## src/dcache_pkg.sv

```systemverilog
// cache geometry and address layout shared by the L1 array, victim buffer and controller
// import with dcache_pkg::* in the module header

package dcache_pkg;

    // direct-mapped geometry, 64 sets of 64-byte lines
    localparam int NUM_SETS = 64;
    localparam int LINE_W   = 512;
    localparam int TAG_W    = 20;
    localparam int INDEX_W  = $clog2(NUM_SETS);
    localparam int WORD_W   = 4;
    localparam int BYTE_W   = 2;

    // one full line, word 0 in the low bits
    typedef logic [LINE_W-1:0] line_t;

    // byte address split into its cache fields
    typedef struct packed {
        logic [TAG_W-1:0]   tag;
        logic [INDEX_W-1:0] index;
        logic [WORD_W-1:0]  word;
        logic [BYTE_W-1:0]  byte_off;
    } cache_addr_t;

    // tag plus index, names one line in memory and keys the victim buffer
    typedef logic [TAG_W+INDEX_W-1:0] line_addr_t;

endpackage
```

## src/victim_buffer.sv

```systemverilog
// fully associative victim store beside the L1 array
// combinational lookup on r_key, insertion at a round-robin counter

`timescale 1ns/100ps

module victim_buffer import dcache_pkg::*; #(
    parameter int VICTIM_ENTRIES = 2
) (
    input  logic       clk,
    input  logic       rstn,
    input  line_addr_t r_key,
    output logic       victim_hit,
    output line_t      victim_line,
    output logic       victim_dirty,
    input  logic       insert,
    input  line_addr_t w_key,
    input  line_t      w_line,
    input  logic       w_dirty,
    input  logic       invalidate,
    output logic       evict_valid,
    output line_addr_t evict_key,
    output line_t      evict_line,
    output logic       evict_dirty
);

    localparam int IDX_W = $clog2(VICTIM_ENTRIES);

    logic [VICTIM_ENTRIES-1:0] valid_q;
    logic [VICTIM_ENTRIES-1:0] dirty_q;
    line_addr_t                key_mem  [VICTIM_ENTRIES];
    line_t                     line_mem [VICTIM_ENTRIES];
    logic [IDX_W-1:0]          rr_cnt;
    logic [VICTIM_ENTRIES-1:0] hit_vec;
    logic [IDX_W-1:0]          hit_idx;

    // parallel compare, lowest numbered hit wins
    always_comb begin
        hit_idx = '0;
        for (int i = VICTIM_ENTRIES - 1; i >= 0; i--) begin
            hit_vec[i] = valid_q[i] && (key_mem[i] == r_key);
            if (hit_vec[i]) begin
                hit_idx = IDX_W'(i);
            end
        end
    end

    assign victim_hit   = |hit_vec;
    assign victim_line  = victim_hit ? line_mem[hit_idx] : '0;
    assign victim_dirty = victim_hit && dirty_q[hit_idx];

    // next slot to be overwritten
    assign evict_valid = valid_q[rr_cnt];
    assign evict_key   = key_mem[rr_cnt];
    assign evict_line  = line_mem[rr_cnt];
    assign evict_dirty = dirty_q[rr_cnt];

    always_ff @(posedge clk) begin
        if (!rstn) begin
            valid_q <= '0;
            dirty_q <= '0;
            rr_cnt  <= '0;
        end else begin
            if (invalidate && victim_hit) begin
                valid_q[hit_idx] <= 1'b0;
            end
            // insert after invalidate so a swap into the same slot keeps the new line
            if (insert) begin
                valid_q[rr_cnt] <= 1'b1;
                dirty_q[rr_cnt] <= w_dirty;
                if (rr_cnt == IDX_W'(VICTIM_ENTRIES - 1)) begin
                    rr_cnt <= '0;
                end else begin
                    rr_cnt <= rr_cnt + 1'b1;
                end
            end
        end
    end

    always_ff @(posedge clk) begin
        if (insert) begin
            key_mem[rr_cnt]  <= w_key;
            line_mem[rr_cnt] <= w_line;
        end
    end

endmodule

```

## config.mk

```make
export PLATFORM = sky130hd
export DESIGN_NAME = victim_buffer
export DESIGN_NICKNAME = d
export VERILOG_FILES = /design/src/dcache_pkg.sv /design/src/victim_buffer.sv
export SDC_FILE = /design/constraint.sdc
export NUM_CORES = 1
export LEC_CHECK = 0
export ABC_AREA = 1
export BUFFER_PORTS_ARGS = -buffer_cell sky130_fd_sc_hd__buf_2
export CORE_AREA = 2 2 639 641
export CTS_BUF_LIST = sky130_fd_sc_hd__clkbuf_2 sky130_fd_sc_hd__clkbuf_4 sky130_fd_sc_hd__clkbuf_8
export CTS_CLUSTER_SIZE = 12
export DETAILED_ROUTE_END_ITERATION = 16
export DIE_AREA = 0 0 641 643
export PLACE_DENSITY = 0.36
export SLEW_MARGIN = 20
export SYNTH_ARGS = -nofsm -noshare
export SYNTH_HDL_FRONTEND = slang
export SYNTH_SLANG_ARGS = --single-unit
```

## constraint.sdc

```tcl
create_clock -name clk -period 14.7 [get_ports clk]
set_input_delay 0.735 -clock clk [delete_from_list [all_inputs] [get_ports clk]]
set_output_delay 0.735 -clock clk [all_outputs]
set_load 0.01 [all_outputs]
```

After elaboration in Yosys (flattened, before gate mapping)
Memories as Yosys holds them, arrays and structs flattened. A register that Yosys moved wholly into a read port is not among the register bits.
Cells that the tools add are included.
Word-level totals
  flip-flop bits (word level): 5
  latch bits: 0
  memory bits (writable): 1076
  ROM bits: 0
  output and inout port bits: 1054
  memories: 2
Operators by class
  add/subtract/negate cells: 1
  $mul: 0
  div/mod/pow operators: 0
  order comparisons: 4
  equality and inequality tests: 2
  shifts and indexed selects: 0
  mux-type cells: 24
  bitwise gates (word level): 3
  reduce and logical (&&, ||, !) cells: 7
Memories
  line_mem: depth 2, bits a word 512, rd ports 2, clocked after memory_dff 1, wr ports 1, RTL line victim_buffer.sv:31  | line_t line_mem [VICTIM_ENTRIES];
  key_mem: depth 2, bits a word 26, rd ports 3, clocked after memory_dff 1, wr ports 1, RTL line victim_buffer.sv:30  | line_addr_t key_mem [VICTIM_ENTRIES];
Operator list (number)
  512-bit two-way mux: 1
  26-bit == test: 2
  1-bit two-way mux: 17
  1-bit logical AND: 6
  2-bit two-way mux: 3
  1-bit by 2-bit < comparator with 1-bit output (second input constant): 2
  2-bit bitwise AND: 1
  2-bit bitwise mux: 1
  1-bit demux with 1-bit select: 2
  1-bit greater-or-equal comparator (second input constant): 2
  2-bit NOT: 1
  2-bit OR: 1
  2-bit OR reduction: 1
  1-bit adder (second input constant): 1

Longest topological paths before layout
  depth in word-level cells: 14
  depth in mapped cells: 14
  depth with buffers taken out: 12

Worst setup path before layout
No wires, ideal clock.
  kind: input -> register
  from: input insert
  to: register dirty_q[1]
  setup time: 0.195 ns
  data arrival time: 13.975 ns
  required time: 14.505 ns
  slack: 0.529 ns
  cell stages on the path: 3
  path buffers: 0
  cells stage by stage: ha_1 > o21ai_0 > a21oi_1
RTL lines
  start: declaration: RTL line victim_buffer.sv:15  | input logic insert,
  end signal: indexed assignment: RTL line victim_buffer.sv:69  | dirty_q[rr_cnt] <= w_dirty;
  end: declaration: RTL line victim_buffer.sv:29  | logic [VICTIM_ENTRIES-1:0] dirty_q;

==> impl_metrics.py <==
metrics = {
    "setup_path": {
        "endpoint_kind": "output port",
        "cpMostUsedCell": "nand2_1",
        "reg2reg_depth": 4,
        "crit_type": "register to output port",
        "slowest_delay_ns": 0.75,
        "worstPathMaxFanout": 234,
        "startpoint_type": "register",
        "cp.required_ns": 13.97,
        "cp_slowest_cell": "buf_4",
        "worstPathArrival_ns": 5.71,
        "crit_chain": "inv_1 > nand2_1 > nand2_1 > nor2_1 > nand2_1 > nor3_2 > nand2_4 > buf_12 > buf_4 > buf_12 > o21ai_0 > buf_2",
    },
    "placement": {
        "gp_congestion": 0.923,
        "placed_area_sq_um": 60800,
        "dp_hpwl_mm": 260,
        "portBuffers": 1622,
    },
    "routing": {
        "wl_per_cell_um": 26.3,
        "wirelength_mm": 318,
        "drt-met1-wl_mm": 123,
        "drt-vias-per-instance": 3.56,
        "first_pass_iters": 9,
        "wl_met3_mm": 26.4,
        "highest_layer": "met5",
        "antenna_left": 0,
        "first_iter_violations": 3196,
        "wl_met2_mm": 158,
        "vias": 43084,
        "drc_errors": 0,
    },
    "timing": {
        "drv_slew": 0,
        "fin_crit_sh_pct": 43.9,
        "min_period_ns": 6.45,
        "grt_setup_unrepaired": "no",
        "slew_headroom_pct": 20.4,
        "setup_viol": 0,
        "timing.setup.tns_ns": 0,
        "tightestPinTransition_ns": 1.18,
        "finalHoldViolCount": 0,
        "max_freq_mhz": 155,
        "finalClockSkew_ns": 0.0626,
    },
    "finish": {
        "fin_area_sq_um": 70800,
        "drive_above_1_share_pct": 30.7,
        "multi_input_area_sq_um": 10800,
        "final-seq-area_sq_um": 32400,
        "nets": 6980,
        "nFillCells": 45528,
        "syn_to_final_growth_pct": 51.6,
    },
    "floorplanning": {
        "core_area_sq_um": 405000,
        "start_util_pct": 11.5,
        "die_x_um": 641,
        "ios": 1623,
        "floorplan.rows": 234,
        "die_height_um": 643,
        "die_area_sq_um": 412000,
    },
    "pwr": {
        "p_leak_nw": 28.4,
        "ir_drop_v": 0.0000817,
        "power.density_nw_per_um2": 111,
    },
    "synthesis": {
        "synth.area.top_cells": "edfxtp_1 (69%), o21ai_0 (8.1%), nand3_1 (5.6%)",
        "syn_nets": 4836,
        "synth_cell_types": 24,
        "synth_area_leader_cell": "edfxtp_1",
        "yosysSeqAreaShare_pct": 69.4,
        "postSynthCellCount": 4265,
        "synth.top_cell.area_share_pct": 69.2,
        "netlist_area_sq_um": 46700,
        "ys_warn_count": 0,
        "avgSynthCellArea_sq_um": 10.9,
        "ys_ff_latch": 1082,
    },
    "clock_network": {
        "cts_buffers": 218,
        "cts-root-buf": "clkbuf_8",
        "clock_sinks": 1082,
        "postCtsSetupRepairBufs": 0,
        "holdBufCountCts": 544,
        "clkTransAtPathRegs_ns": 0.06,
        "cts_resized": 0,
        "cts_tree": "built",
        "htree_levels": 4,
        "worst_skew_pair.late_latency_ns": 1.01,
        "clockBufferDepth": 4,
    },
    "global_route": {
        "overflow": 0,
        "antenna_found_initial": 298,
        "grt_use_total_pct": 14.8,
        "first_global_vias": 41626,
        "grt_max_degree": 235,
        "grt_pass1_wl_mm": 410,
    },
    "hold_path": {
        "hold_path_depth": 2,
        "hold_class": "primary input to register",
    },
    "run": {
        "max_cap_violations": 0,
    },
    "outcome": {
        "status": "complete, no violations",
    },
}
-- power by group --
| part | internal, mW | switching (mW) | total, mW |
|---|---|---|---|
| combinational | 0.339 | 0.711 | 1.05 |
| clock | 1.72 | 1.48 | 3.20 |
| sequential | 3.58 | 0.0587 | 3.64 |
| total | 5.64 | 2.25 | 7.89 |
-- cell families (layout without fill, tap and decap cells) --
| logic type | after synthesis | after routing | synth area share, % |
|---|---|---|---|
| AND/OR/NAND/NOR | 1230 | 1230 | 11.3 |
| flip-flops | 1082 | 1082 | 69.4 |
| AO/OA/AOI/OAI | 1061 | 1061 | 11.4 |
| buffers and inverters | 879 | 3193 | 7.60 |
| XOR/XNOR | 9 | 9 | 0.169 |
| adder cells (fa/ha/maj) | 2 | 2 | 0.0536 |
| multiplexers | 2 | 2 | 0.0482 |
| other | 0 | 106 | 0 |
-- synth_stat cells --
master and number:
dfxtp_1 6, buf_2 100, edfxtp_1 1076, nand4_1 1, o21ai_1 298, nand2_1 679
inv_1 587, ha_1 2, mux2_2 2, xor2_1 1, nand3_1 518, o21ai_0 754
nor3_2 1, xnor2_1 8, buf_6 6, nor2_1 30, clkbuf_1 152, buf_4 19
nor2_4 1, inv_2 3, buf_1 10, a21boi_1 1, a21oi_1 8, clkbuf_4 2
-- flip-flops by register name, summed over array words and instances (netlist names), named ones only --
register / cells
key_mem: 52
dirty_q: 2
line_mem: 1024
valid_q: 2
rr_cnt: 1
-- layout by cell type, fill, tap and decap left out, drive strengths merged, types with 9 or more instances in the layout --
cell type / instances
edfxtp: 1076
inv: 595
o21ai: 1052
nand3: 518
clkinv: 82
buf: 1669
dlygate4sd3: 544
nor2: 31
clkbuf: 289
bufinv: 9
diode: 106
nand2: 679
-- critical path: cells and delay by family, from the launching register on --
kind | cells | cell delay, ns
and+or+nand+nor | 6 | 0.84
DFF | 1 | 0.43
buffers and inverters | 5 | 2.37
AOI/OAI and AO/OA | 1 | 0.59
-- stage by stage --
| stage | hold WS, ns | cells | setup WS, ns | power [mW] | utilization, % |
|---|---|---|---|---|---|
| final | 0.397 | 12113 | 8.25 | 7.89 | 17.5 |
| after global routing | 0.252 | 12051 | 7.84 | 8.26 | 17.4 |
| after CTS | 0.208 | 12006 | 8.12 | 8.08 | 17.4 |
| after detailed placement | 0.512 | 11072 | 8.95 | 4.59 | 15.0 |
| after global placement | 0.490 | 11072 | 8.93 | 4.58 | 15.0 |
| after floorplan | 0.447 | 4265 | 0.529 | 4.13 | - |
-- area by class of cell --
cell class | count | area share [%]
Inverter | 590 | 3.13
Clock inverter | 101 | 1.08
Sequential cell | 1082 | 45.8
Multi-Input combinational cell | 2304 | 15.2
Antenna cell | 106 | 0.375
Tap cell | 5428 | 9.59
Clock buffer | 289 | 4.99
Timing Repair Buffer | 2213 | 19.8
-- path summary, 6_finish.rpt --
path | slack [ns] | to | startpoint
setup / recovery | 8.25 | victim_line[437] | key_mem[0][7]
setup reg to reg | 10.61 | line_mem[1][55] | rr_cnt
hold reg to reg | 0.51 | valid_q[0] | valid_q[0]
hold / removal | 0.40 | line_mem[0][38] | w_line[38]
-- routing by layer --
layer | global-route usage [%] | vias to the layer above
met3 | 4.78 | 725
met5 | 0 | -
li1 | - | 19251
met2 | 26.2 | 1930
met1 | 16.9 | 21052
met4 | 4.30 | 126
(Power assumes the default switching activity.)
